<file path="src/tilemap_defines.svh">
`ifndef TILEMAP_DEFINES_SVH
`define TILEMAP_DEFINES_SVH

// Pattern word and pixel field widths
`define TM_PATTERN_W 12
`define TM_PLANE_W 4
`define TM_PRIO_W 3
`define TM_COLOUR_W 8
`define TM_DOT_W 3

// Line timing
`define TM_GROUPS 8
`define TM_LINE_LEN 48
`define TM_HCOUNT_W 6
`define TM_INDEX_W 3
`define TM_ACTIVE_START 4

// Register file on the shared bus
`define TM_ADDR_W 3
`define TM_REG_PRIO_A 1
`define TM_REG_PRIO_B 5

`endif

</file>
<file path="src/tilemapPkg.sv">
`include "tilemap_defines.svh"

package tilemapPkg;

	////////////////////
	// Shared data bus
	////////////////////

	// Register view of the bus
	// Priority sits in bits 3 to 1
	typedef struct packed {
		logic [`TM_COLOUR_W-`TM_PRIO_W-2:0] spareHi;
		logic [`TM_PRIO_W-1:0] prio;
		logic spareLo;
	} mdiReg_s;

	// Same wire seen as a tile attribute or as a register write
	typedef union packed {
		logic [`TM_COLOUR_W-1:0] colour;
		mdiReg_s regs;
	} mdiWord_u;

endpackage

</file>
<file path="src/tileFetcher.sv">
`include "tilemap_defines.svh"

module tileFetcher (
	input  logic CLK_6M,
	input  logic rstN,
	// Row memory load port
	input  logic ramWe,
	input  logic ramLayer,
	input  logic [`TM_INDEX_W-1:0] ramIndex,
	input  logic [`TM_PATTERN_W-1:0] ramPattern,
	input  logic [`TM_COLOUR_W-1:0] ramAttr,
	// Priority register write request
	input  logic cpuWe,
	input  logic [`TM_ADDR_W-1:0] cpuAddr,
	input  tilemapPkg::mdiWord_u cpuData,
	output logic cpuReady,
	// Shared bus towards the shifter
	output logic [`TM_PATTERN_W-1:0] gdi,
	output tilemapPkg::mdiWord_u mdi,
	output logic loadA,
	output logic loadB,
	output logic latch,
	output logic [`TM_ADDR_W-1:0] ca,
	output logic active
);

	localparam int HW = `TM_HCOUNT_W;
	// Last cycle of the line
	localparam logic [HW-1:0] lineLast = HW'(`TM_LINE_LEN - 1);
	// Loads cover all groups, four cycles each
	localparam logic [HW-1:0] loadEnd = HW'(`TM_GROUPS * `TM_PLANE_W);
	// Pixels trail the loads by one group slot
	localparam logic [HW-1:0] actStart = HW'(`TM_ACTIVE_START);
	localparam logic [HW-1:0] actEnd = HW'(`TM_ACTIVE_START + `TM_GROUPS * `TM_PLANE_W);

	logic [HW-1:0] hCount;
	logic [1:0] phase;
	logic [`TM_INDEX_W-1:0] group;
	logic loadWindow;
	logic cpuSlot;

	// Row memories, index 0 is layer A and index 1 is layer B
	logic [`TM_PATTERN_W-1:0] patMem [2][`TM_GROUPS];
	logic [`TM_COLOUR_W-1:0] attrMem [2][`TM_GROUPS];

	////////////////////
	// Line counter
	////////////////////

	always_ff @(posedge CLK_6M) begin
		if (!rstN) begin
			hCount <= '0;
		end else if (hCount == lineLast) begin
			hCount <= '0;
		end else begin
			hCount <= hCount + 1'b1;
		end
	end

	// Row memory write, no handshake
	always_ff @(posedge CLK_6M) begin
		if (ramWe) begin
			patMem[ramLayer][ramIndex] <= ramPattern;
			attrMem[ramLayer][ramIndex] <= ramAttr;
		end
	end

	////////////////////
	// Strobes and grant
	////////////////////

	always_comb begin
		phase = hCount[1:0];
		group = hCount[2 +: `TM_INDEX_W];
		loadWindow = hCount < loadEnd;
		// Phases 0 and 1 belong to the processor
		cpuSlot = !phase[1];
		cpuReady = cpuWe && cpuSlot;
		// Write completes on the edge ending this cycle
		latch = cpuReady;
		ca = cpuAddr;
		// Phase 2 carries layer A, phase 3 layer B
		loadA = loadWindow && (phase == 2'd2);
		loadB = loadWindow && (phase == 2'd3);
		active = (hCount >= actStart) && (hCount < actEnd);
	end

	// Bus mux
	always_comb begin
		if (cpuSlot) begin
			gdi = '0;
			mdi = cpuData;
		end else begin
			// Low phase bit picks the layer
			gdi = patMem[phase[0]][group];
			mdi.colour = attrMem[phase[0]][group];
		end
	end

endmodule

</file>
<file path="src/tileShifter.sv">
`include "tilemap_defines.svh"

module tileShifter (
	input  logic CLK_6M,
	input  logic rstN,
	// Shared bus from the fetcher
	input  logic [`TM_PATTERN_W-1:0] gdi,
	input  tilemapPkg::mdiWord_u mdi,
	input  logic loadA,
	input  logic loadB,
	input  logic latch,
	input  logic [`TM_ADDR_W-1:0] ca,
	input  logic flip,
	// Upstream layer
	input  logic [`TM_PRIO_W-1:0] priIn,
	input  logic [`TM_COLOUR_W-1:0] colourIn,
	input  logic [`TM_DOT_W-1:0] dotIn,
	// Winning pixel
	output logic [`TM_PRIO_W-1:0] priSel,
	output logic [`TM_COLOUR_W-1:0] colourSel,
	output logic [`TM_DOT_W-1:0] dotSel
);

	localparam int PW = `TM_PLANE_W;
	// One bit plane per dot bit
	localparam int NP = `TM_DOT_W;

	// Plane shift registers, head is the top bit
	logic [NP-1:0][PW-1:0] planeA;
	logic [NP-1:0][PW-1:0] planeB;
	logic [`TM_COLOUR_W-1:0] colourA;
	logic [`TM_COLOUR_W-1:0] colourB;
	logic [`TM_PRIO_W-1:0] prioA;
	logic [`TM_PRIO_W-1:0] prioB;

	// Layer A is held here until layer B arrives
	logic [`TM_PATTERN_W-1:0] holdPattern;
	logic [`TM_COLOUR_W-1:0] holdColour;

	logic [`TM_DOT_W-1:0] dotA;
	logic [`TM_DOT_W-1:0] dotB;
	logic [`TM_PRIO_W-1:0] midPri;
	logic [`TM_COLOUR_W-1:0] midColour;
	logic [`TM_DOT_W-1:0] midDot;

	// Reverse a plane so pixel 0 leaves first under flip
	function automatic logic [PW-1:0] orderPlane(input logic [PW-1:0] plane, input logic rev);
		logic [PW-1:0] flipped;
		for (int i = 0; i < PW; i++) begin
			flipped[i] = plane[PW-1-i];
		end
		return rev ? flipped : plane;
	endfunction

	////////////////////
	// Plane shifters
	////////////////////

	always_ff @(posedge CLK_6M) begin
		if (!rstN) begin
			planeA <= '0;
			planeB <= '0;
		end else if (loadB) begin
			// Both layers start the group together
			for (int i = 0; i < NP; i++) begin
				planeA[i] <= orderPlane(holdPattern[i*PW +: PW], flip);
				planeB[i] <= orderPlane(gdi[i*PW +: PW], flip);
			end
		end else begin
			// Free running shift, zeros fill in
			for (int i = 0; i < NP; i++) begin
				planeA[i] <= {planeA[i][PW-2:0], 1'b0};
				planeB[i] <= {planeB[i][PW-2:0], 1'b0};
			end
		end
	end

	// Holding latch and tile colours
	always_ff @(posedge CLK_6M) begin
		if (loadA) begin
			holdPattern <= gdi;
			holdColour <= mdi.colour;
		end
		if (loadB) begin
			colourA <= holdColour;
			colourB <= mdi.colour;
		end
	end

	////////////////////
	// Priority registers
	////////////////////

	// Decoded from the register view of the bus
	always_ff @(posedge CLK_6M) begin
		if (!rstN) begin
			prioA <= '0;
			prioB <= '0;
		end else if (latch) begin
			if (ca == `TM_ADDR_W'(`TM_REG_PRIO_A)) begin
				prioA <= mdi.regs.prio;
			end else if (ca == `TM_ADDR_W'(`TM_REG_PRIO_B)) begin
				prioB <= mdi.regs.prio;
			end
		end
	end

	////////////////////
	// Priority select
	////////////////////

	always_comb begin
		// Dot comes from the head of each plane
		for (int i = 0; i < NP; i++) begin
			dotA[i] = planeA[i][PW-1];
			dotB[i] = planeB[i][PW-1];
		end
		// B over A only with a visible dot and a higher priority
		if ((dotB != '0) && (prioB > prioA)) begin
			midPri = prioB;
			midColour = colourB;
			midDot = dotB;
		end else begin
			midPri = prioA;
			midColour = colourA;
			midDot = dotA;
		end
		// Same rule against the upstream layer
		if ((midDot != '0) && (midPri > priIn)) begin
			priSel = midPri;
			colourSel = midColour;
			dotSel = midDot;
		end else begin
			priSel = priIn;
			colourSel = colourIn;
			dotSel = dotIn;
		end
	end

endmodule

</file>
<file path="src/pixelOutput.sv">
`include "tilemap_defines.svh"

module pixelOutput (
	input  logic CLK_6M,
	input  logic rstN,
	input  logic active,
	input  logic [`TM_PRIO_W-1:0] priSel,
	input  logic [`TM_COLOUR_W-1:0] colourSel,
	input  logic [`TM_DOT_W-1:0] dotSel,
	output logic pixelValid,
	// Colour in the top bits, dot below
	output logic [`TM_COLOUR_W+`TM_DOT_W-1:0] palIndex,
	output logic [`TM_PRIO_W-1:0] pixelPri,
	output logic transparent
);

	////////////////////
	// Output register
	////////////////////

	// Valid follows the active window
	always_ff @(posedge CLK_6M) begin
		if (!rstN) begin
			pixelValid <= 1'b0;
		end else begin
			pixelValid <= active;
		end
	end

	always_ff @(posedge CLK_6M) begin
		if (active) begin
			palIndex <= {colourSel, dotSel};
			pixelPri <= priSel;
			// Dot 0 is see-through
			transparent <= (dotSel == '0);
		end else begin
			// Blanking forces index 0
			palIndex <= '0;
			pixelPri <= '0;
			transparent <= 1'b1;
		end
	end

endmodule

</file>
<file path="src/tilemapTop.sv">
`include "tilemap_defines.svh"

module tilemapTop (
	input  logic CLK_6M,
	input  logic rstN,
	// Row memory load
	input  logic ramWe,
	input  logic ramLayer,
	input  logic [`TM_INDEX_W-1:0] ramIndex,
	input  logic [`TM_PATTERN_W-1:0] ramPattern,
	input  logic [`TM_COLOUR_W-1:0] ramAttr,
	// Priority writes
	input  logic cpuWe,
	input  logic [`TM_ADDR_W-1:0] cpuAddr,
	input  tilemapPkg::mdiWord_u cpuData,
	output logic cpuReady,
	input  logic flip,
	// Upstream layer
	input  logic [`TM_PRIO_W-1:0] priIn,
	input  logic [`TM_COLOUR_W-1:0] colourIn,
	input  logic [`TM_DOT_W-1:0] dotIn,
	// Pixel stream
	output logic pixelValid,
	output logic [`TM_COLOUR_W+`TM_DOT_W-1:0] palIndex,
	output logic [`TM_PRIO_W-1:0] pixelPri,
	output logic transparent
);

	import tilemapPkg::*;

	// Shared bus between fetcher and shifter
	logic [`TM_PATTERN_W-1:0] gdi;
	mdiWord_u mdi;
	logic loadA;
	logic loadB;
	logic latch;
	logic [`TM_ADDR_W-1:0] ca;
	logic active;

	// Selected pixel
	logic [`TM_PRIO_W-1:0] priSel;
	logic [`TM_COLOUR_W-1:0] colourSel;
	logic [`TM_DOT_W-1:0] dotSel;

	////////////////////
	// Fetch stage
	////////////////////

	tileFetcher u_tileFetcher (
		.CLK_6M(CLK_6M), .rstN(rstN),
		.ramWe(ramWe), .ramLayer(ramLayer), .ramIndex(ramIndex),
		.ramPattern(ramPattern), .ramAttr(ramAttr),
		.cpuWe(cpuWe), .cpuAddr(cpuAddr), .cpuData(cpuData), .cpuReady(cpuReady),
		.gdi(gdi), .mdi(mdi), .loadA(loadA), .loadB(loadB),
		.latch(latch), .ca(ca), .active(active)
	);

	// Shifters and priority mux
	tileShifter u_tileShifter (
		.CLK_6M(CLK_6M), .rstN(rstN),
		.gdi(gdi), .mdi(mdi), .loadA(loadA), .loadB(loadB),
		.latch(latch), .ca(ca), .flip(flip),
		.priIn(priIn), .colourIn(colourIn), .dotIn(dotIn),
		.priSel(priSel), .colourSel(colourSel), .dotSel(dotSel)
	);

	// Blank and register
	pixelOutput u_pixelOutput (
		.CLK_6M(CLK_6M), .rstN(rstN), .active(active),
		.priSel(priSel), .colourSel(colourSel), .dotSel(dotSel),
		.pixelValid(pixelValid), .palIndex(palIndex),
		.pixelPri(pixelPri), .transparent(transparent)
	);

endmodule

</file>
<file path="config.mk">
export PLATFORM = sky130hd
export DESIGN_NAME = tilemapTop
export DESIGN_NICKNAME = d
export VERILOG_FILES = /design/src/tilemapPkg.sv /design/src/tileFetcher.sv /design/src/tileShifter.sv /design/src/pixelOutput.sv /design/src/tilemapTop.sv
export VERILOG_INCLUDE_DIRS = /design/src /design/src/src
export SDC_FILE = /design/constraint.sdc
export NUM_CORES = 1
export LEC_CHECK = 0
export BUFFER_PORTS_ARGS = -buffer_cell sky130_fd_sc_hd__buf_2
export CORE_MARGIN = 2
export CORE_UTILIZATION = 45
export CTS_CLUSTER_SIZE = 14
export DETAILED_ROUTE_END_ITERATION = 7
export SLEW_MARGIN = 10
export SYNTH_ARGS = -nofsm -noshare
export SYNTH_HDL_FRONTEND = slang
export SYNTH_SLANG_ARGS = --single-unit
</file>
<file path="constraint.sdc">
create_clock -name CLK_6M -period 3.5 [get_ports CLK_6M]
set_input_delay 0.175 -clock CLK_6M [delete_from_list [all_inputs] [get_ports CLK_6M]]
set_output_delay 0.175 -clock CLK_6M [all_outputs]
set_load 0.05 [all_outputs]
</file>
* Word level (Yosys, flattened, before mapping) *
Memories as Yosys holds them, arrays and structs flattened. A register that Yosys moved wholly into a read port is not among the register bits.
Index checks and enable logic that the tools add are counted.

operators by class
  $mul = 0
  muxes and demuxes = 31
  bitwise operators = 4
  divide/modulo/power cells = 0
  $lt $le $gt $ge = 8
  reduce and logical (&&, ||, !) cells = 15
  shifts and indexed selects = 0
  add/subtract/negate cells = 1
  equality and inequality tests = 5

operators with widths
  cell                 count
  $mux 96              1
  $mux 12              6
  $mux 64              1
  $mux 8               6
  $bmux 12 s3          1
  $demux 12 s3         1
  $bmux 8 s3           1
  $demux 8 s3          1
  $mux 4               6
  $lt 6x6->1 const B   2
  $mux 3               4
  $ge 4x4->1 const B   2
  $not 3->4            2
  $logic_and 1x1->1    7
  $add 6x1->6 const B  1
  $eq 6x6->1 const B   1
  $ge 6x3->1 const B   1
  $gt 3x3->1           2
  $reduce_bool 3->1    2
  $eq 2x2->1 const B   2
  $lt 4x1->1 const B   1
  $reduce_and 2->1     2
  $eq 3x1->1 const B   1
  $eq 3x3->1 const B   1
  6 further kinds      9

storage, ports and cells
  output and inout bits = 17
  input bits = 54
  register bits = 88
  memories kept = 2
  memory bits (writable) = 320
  latch bits = 0
  ROM bits = 0

memories
  memory                 depth  width  read ports  clocked after memory_dff  wr ports  line               text
  u_tileFetcher.patMem   2      96     1           1                         1         tileFetcher.sv:43  logic [`TM_PATTERN_W-1:0] patMem [2][`TM_GROUPS];
  u_tileFetcher.attrMem  2      64     1           1                         1         tileFetcher.sv:44  logic [`TM_COLOUR_W-1:0] attrMem [2][`TM_GROUPS];

* Logic depth before layout (Yosys ltp) *
  word-level depth = 7
  gate-level depth with buffers = 15
  gate-level depth less buffers = 13

* Cells and area by module *
Synthesis repeated with hierarchy kept, for this count alone.

unflattened totals
  cells, all modules = 849
  area total of the unflattened synthesis = 16,025.4 µm²

by module, submodules not included
  module       area each (µm²)  times used  cells each  seq. area each (µm²)
  tileFetcher  12,669.7         1           592         9,729.3
  tileShifter  2,909.0          1           224         1,681.6
  pixelOutput  446.7            1           33          320.3

* Least setup slack after synthesis *
No wires, ideal clock.

  kind = reg2reg
  start = register u_tileShifter.prioA[1]
  end = register u_pixelOutput.pixelPri[1]
  setup time = 0.114 ns
  slack = 0.262 ns
  stages on the path, launching flop included = 15
  arrival = 3.123 ns
  cells stage by stage = dfxtp_1 > inv_1 > ha_1 > nor2b_1 > o21ai_1 > a21oi_1 > buf_4 > mux2_2 > ha_1 > o21ai_0 > a32oi_1 > o41a_1 > buf_2 > mux2i_1 > nor2_1

on the way
  cells in the longest elaborated chain, start to end = 6

ends and longest elaborated chain
  item                                             line                text
  start, declared                                  tileShifter.sv:33   logic [`TM_PRIO_W-1:0] prioA;
  start signal, assigned                           tileShifter.sv:101  prioA <= mdi.regs.prio;
  $gt 3x3->1                                       tileShifter.sv:119  if ((dotB != '0) && (prioB > prioA)) begin
  $logic_and 1x1->1                                tileShifter.sv:119
  $mux 3                                           tileShifter.sv:119
  $gt 3x3->1 or $reduce_bool 3->1 (tied branches)  tileShifter.sv:129  if ((midDot != '0) && (midPri > priIn)) begin
  $logic_and 1x1->1                                tileShifter.sv:129
  $mux 3 (*)                                       tileShifter.sv:129
  end signal, assigned                             pixelOutput.sv:33   pixelPri <= priSel;
  end, declared                                    pixelOutput.sv:13   output logic [`TM_PRIO_W-1:0] pixelPri,

Every way passes the cells marked *; elsewhere a longest branch is shown, timed or not.
A chain may end at the register's enable or synchronous reset.

* Worst setup path in the final report *
  start = register u_tileShifter.prioA[1]
  end = register u_pixelOutput.pixelPri[2]

The elaborated chain is that of the path after synthesis.

==> impl_results.html <==
<table>
<tr><th>Metric</th><th>Value</th></tr>
<tr><th colspan="2">Clocking</th></tr>
<tr><td>Clock tree from TritonCTS</td><td>built</td></tr>
<tr><td>TritonCTS Buffers</td><td>43</td></tr>
<tr><td>Setup Fix Bufs, Post-CTS</td><td>0</td></tr>
<tr><td>Library cell used as clock root buffer</td><td>clkbuf_16</td></tr>
<tr><td>Clock latency on the worst-skew pair</td><td>0.53 ns</td></tr>
<tr><td>Clock-pin slew on the worst setup and hold paths</td><td>0.06 ns</td></tr>
<tr><td>Clock buffer depth</td><td>3</td></tr>
<tr><td>Max H-tree Level</td><td>2</td></tr>
<tr><td>CTS sink count</td><td>408</td></tr>
<tr><th colspan="2">Die</th></tr>
<tr><td>Initial cell density of the core</td><td>45.4%</td></tr>
<tr><td>Overall die width</td><td>193 um</td></tr>
<tr><td>DIE AREA</td><td>37200 um2</td></tr>
<tr><td># IOs</td><td>71</td></tr>
<tr><td>Total core area</td><td>35400 um2</td></tr>
<tr><td>Height of the die</td><td>193 um</td></tr>
<tr><td>Row Count</td><td>69</td></tr>
<tr><th colspan="2">Placed design</th></tr>
<tr><td>Instance area at placement</td><td>17000 um2</td></tr>
<tr><td>Global placement routability congestion</td><td>0.730</td></tr>
<tr><td>Place WS</td><td>0.353 ns</td></tr>
<tr><td>Port buffer count</td><td>70</td></tr>
<tr><td>Dpl hpwl</td><td>19000 um</td></tr>
<tr><td>Number of cells after detailed placement</td><td>1371</td></tr>
<tr><th colspan="2">Setup path</th></tr>
<tr><td>CP cell instances</td><td>inv_1 &gt; ha_1 &gt; nor2b_1 &gt; o21ai_1 &gt; a21oi_1 &gt; buf_4 &gt; mux2_2 &gt; ha_1 &gt; o21ai_0 &gt; a32oi_1 &gt; o41a_1 &gt; buf_4 &gt; mux2i_1 &gt; nor2_1</td></tr>
<tr><td>Largest driver fanout on the critical path</td><td>23</td></tr>
<tr><td>Launching element type of the critical path</td><td>register</td></tr>
<tr><td>Worst flop-to-flop path startpoint</td><td>u_tileShifter.prioA[1]$_SDFFE_PN0P_</td></tr>
<tr><td>Crit path max-delay cell type</td><td>mux2_2</td></tr>
<tr><td>Largest stage delay, worst path</td><td>0.38 ns</td></tr>
<tr><td>Startpoint of the worst setup timing path</td><td>u_tileShifter.prioA[1]$_SDFFE_PN0P_</td></tr>
<tr><td>Register-to-register setup slack</td><td>0.34 ns</td></tr>
<tr><td>Nature of the critical path endpoint</td><td>register</td></tr>
<tr><td>Worst r2r path cells</td><td>14</td></tr>
<tr><td>FF-to-FF End</td><td>u_pixelOutput.pixelPri[2]$_SDFF_PN0_</td></tr>
<tr><td>Data arrival time at the worst-slack endpoint</td><td>3.54 ns</td></tr>
<tr><td>Critical setup path kind</td><td>reg -&gt; reg</td></tr>
<tr><td>Critical path required time</td><td>3.89 ns</td></tr>
<tr><th colspan="2">Cells and area</th></tr>
<tr><td>Number of inserted diodes</td><td>0</td></tr>
<tr><td>Filler Cells Inserted</td><td>2849</td></tr>
<tr><td>Multi-input gate area</td><td>3980 um2</td></tr>
<tr><td>Post-layout util</td><td>52.3%</td></tr>
<tr><td>Fraction of final layout cells sized beyond drive strength 1</td><td>24.0%</td></tr>
<tr><td>Number of standard cells in the layout, taps in and fillers out</td><td>1474</td></tr>
<tr><td>Final net count</td><td>1044</td></tr>
<tr><td>Sequential Area</td><td>11700 um2</td></tr>
<tr><td>Layout Area Growth over Synthesis</td><td>15.2%</td></tr>
<tr><td>Final std cell area, no fill</td><td>18500 um2</td></tr>
<tr><th colspan="2">Drt</th></tr>
<tr><td>Post-detailed-route wirelength per cell</td><td>22.5 um</td></tr>
<tr><td>DRC errors left</td><td>0</td></tr>
<tr><td>Count of vias placed by the detailed router</td><td>8086</td></tr>
<tr><td>Drt pass-1 iters</td><td>5</td></tr>
<tr><td>Violation count after the first detailed-route iteration</td><td>711</td></tr>
<tr><td>Ratio of routed vias to standard cells</td><td>5.49</td></tr>
<tr><td>Aggregate routed wire length</td><td>33200 um</td></tr>
<tr><td>Post-route antenna net violation count</td><td>0</td></tr>
<tr><th colspan="2">Logic synthesis</th></tr>
<tr><td>Cell types with the highest counts after synthesis</td><td>edfxtp_1, mux2i_1, nor2_1</td></tr>
<tr><td>Syn Area/Cell</td><td>18.8 um2</td></tr>
<tr><td>Ys Warns</td><td>0</td></tr>
<tr><td>Library cell occupying the most area in the post-synthesis netlist</td><td>edfxtp_1</td></tr>
<tr><td>Sequential share of the synthesized area</td><td>73.0%</td></tr>
<tr><td>Cell types occupying the most area after synthesis</td><td>edfxtp_1, mux4_2, dfxtp_1, mux2i_1, mux4_1</td></tr>
<tr><td>Netlist area before placement</td><td>16100 um2</td></tr>
<tr><td>Most used standard cell by instance count after synthesis</td><td>edfxtp_1</td></tr>
<tr><td>Async SR Flop Fraction</td><td>0%</td></tr>
<tr><td>Most instantiated flip-flop cell in the synthesis netlist</td><td>edfxtp_1</td></tr>
<tr><td>Register bit total from synthesis</td><td>408</td></tr>
<tr><td>Post-Syn Nets</td><td>918</td></tr>
<tr><td>Post-synthesis cell type count</td><td>50</td></tr>
<tr><td>Top cell type's share of synthesized area</td><td>66.5%</td></tr>
<tr><td>Post-Synthesis Cells</td><td>855</td></tr>
<tr><td>Post-synth EDFFs</td><td>356</td></tr>
<tr><th colspan="2">Job</th></tr>
<tr><td>Total of max-cap violations</td><td>0</td></tr>
<tr><th colspan="2">Min path</th></tr>
<tr><td>Capture endpoint of the worst hold path</td><td>u_tileFetcher.patMem[1][74]$_DFFE_PP_</td></tr>
<tr><td>Type of the worst min-delay path</td><td>in -&gt; reg</td></tr>
<tr><td>Start point of the worst min-delay path</td><td>ramPattern[2]</td></tr>
<tr><td>Cell count of the worst hold path</td><td>1</td></tr>
<tr><th colspan="2">Global route</th></tr>
<tr><td>Global routing usage summed across all routing layers</td><td>18.4%</td></tr>
<tr><td>Residual overflow from global routing</td><td>0</td></tr>
<tr><td>Vias in the first global route</td><td>8292</td></tr>
<tr><td>Antenna violations before repair</td><td>1</td></tr>
<tr><td>Global-route wire length before repair</td><td>50400 um</td></tr>
<tr><td>Pin count of the biggest net entering global routing</td><td>43</td></tr>
<tr><th colspan="2">Power and ir drop</th></tr>
<tr><td>Power density over cell area</td><td>553 nW/um2</td></tr>
<tr><td>IR drop worst, VDD</td><td>0.000323 V</td></tr>
<tr><td>Post-layout power</td><td>10.2 mW</td></tr>
<tr><td>Static power due to leakage</td><td>6.13 nW</td></tr>
<tr><th colspan="2">Timing</th></tr>
<tr><td>Pins Over Slew Limit</td><td>0</td></tr>
<tr><td>Worst slew margin relative to its limit</td><td>28.4%</td></tr>
<tr><td>Final number of setup-violating endpoints</td><td>0</td></tr>
<tr><td>Maximum clock frequency</td><td>0.317 GHz</td></tr>
<tr><td>Total negative slack</td><td>0 ns</td></tr>
<tr><td>Worst Tran Pin Value</td><td>1.07 ns</td></tr>
<tr><td>Worst hold margin</td><td>0.0203 ns</td></tr>
<tr><td>Layout Skew</td><td>0.00979 ns</td></tr>
<tr><td>Final number of hold-violating endpoints</td><td>0</td></tr>
<tr><td>Share of the cycle needed by the critical path after routing</td><td>90.1%</td></tr>
<tr><td>Shortest clock period the worst path allows after layout</td><td>3.16 ns</td></tr>
<tr><td>RSZ-0062 raised after global routing</td><td>false</td></tr>
<tr><td>Setup ws final</td><td>0.345 ns</td></tr>
<tr><th colspan="2">Outcome</th></tr>
<tr><td>Run status</td><td>complete, no violations</td></tr>
</table>
-- worst max path at each step --
stage / endpoint / cells past startpoint
after global placement: u_pixelOutput.pixelPri[2]$_SDFF_PN0_ / 14
after floorplan: u_pixelOutput.pixelPri[1]$_SDFF_PN0_ / 14
after global routing: u_pixelOutput.pixelPri[1]$_SDFF_PN0_ / 14
after CTS: u_pixelOutput.pixelPri[1]$_SDFF_PN0_ / 14
final: u_pixelOutput.pixelPri[2]$_SDFF_PN0_ / 14
after detailed placement: u_pixelOutput.pixelPri[1]$_SDFF_PN0_ / 14
-- metal layers --
layer / track usage, % / wire length (um) / vias up
met4: 4.72 / 677 / 2
met1: 27.0 / 15300 / 4100
met5: 0 / 11 / -
met2: 29.1 / 15300 / 232
li1: - / - / 3699
met3: 2.86 / 1840 / 53
-- critical path, delay by kind of cell (launching register included) --
| kind | cells | cell delay (ns) |
|---|---|---|
| mux | 2 | 0.59 |
| flops | 1 | 0.35 |
| fa+ha+maj | 2 | 0.57 |
| simple gates | 2 | 0.18 |
| buf+inv | 3 | 0.57 |
| compound gates | 5 | 0.75 |
-- kinds of logic after synthesis --
| group | Yosys count | synth area share [%] |
|---|---|---|
| simple gates | 106 | 3.05 |
| fa+ha+maj | 9 | 0.701 |
| compound gates | 110 | 4.84 |
| mux | 159 | 15.5 |
| xor+xnor | 5 | 0.319 |
| buf+inv | 58 | 2.58 |
| flops | 408 | 73.0 |
-- cell usage in the layout (no fill, tap or decap), types with 6 or more instances in the layout --
| master | count |
|---|---|
| and2_1 | 6 |
| o21ai_1 | 7 |
| a211oi_1 | 29 |
| nor2_2 | 13 |
| clkbuf_1 | 11 |
| nand2_1 | 8 |
| mux2_2 | 11 |
| nand2b_1 | 7 |
| nor2_1 | 49 |
| mux4_2 | 50 |
| dlygate4sd3_1 | 26 |
| o21ai_0 | 21 |
| a21oi_1 | 16 |
| clkinv_1 | 15 |
| ha_1 | 9 |
| buf_4 | 25 |
| inv_1 | 12 |
| a21o_1 | 8 |
| nand3_1 | 7 |
| clkbuf_16 | 43 |
| dfxtp_1 | 49 |
| o22ai_1 | 11 |
| mux4_1 | 16 |
| o221ai_1 | 9 |
| mux2i_1 | 82 |
| buf_2 | 70 |
| edfxtp_1 | 356 |
-- final cells by class --
class / instances / area share (%)
clock inverters: 23 / 0.879
multi-input cells: 389 / 21.5
repair buffers: 124 / 4.64
clock buffers: 54 / 6.04
flip-flops and latches: 408 / 63.4
inverters: 15 / 0.379
well taps: 461 / 3.12
-- power by group --
group | internal [mW] | switching (mW)
combinational | 0.246 | 0.335
sequential | 5.42 | 0.0646
clock | 2.40 | 1.77
total | 8.06 | 2.17
-- state kept, by name, indices dropped and copies added (netlist names), 3 cells and up --
| register | count |
|---|---|
| u_tileShifter.holdColour | 8 |
| u_tileFetcher.patMem | 192 |
| u_tileFetcher.hCount | 6 |
| u_tileShifter.holdPattern | 12 |
| u_tileShifter.colourA | 8 |
| u_tileShifter.prioA | 3 |
| u_pixelOutput.palIndex | 11 |
| u_tileFetcher.attrMem | 128 |
| u_tileShifter.planeB | 9 |
| u_tileShifter.dotB | 3 |
| u_tileShifter.colourB | 8 |
| u_pixelOutput.pixelPri | 3 |
| u_tileShifter.dotA | 3 |
| u_tileShifter.prioB | 3 |
| u_tileShifter.planeA | 9 |
-- timing repair --
| action | CTS | global route |
|---|---|---|
| hold buffers | 26 | 0 |
| resized for setup | 0 | 0 |
| endpoints found under the hold margin | 76 | 0 |
(Power assumes the default switching activity.)
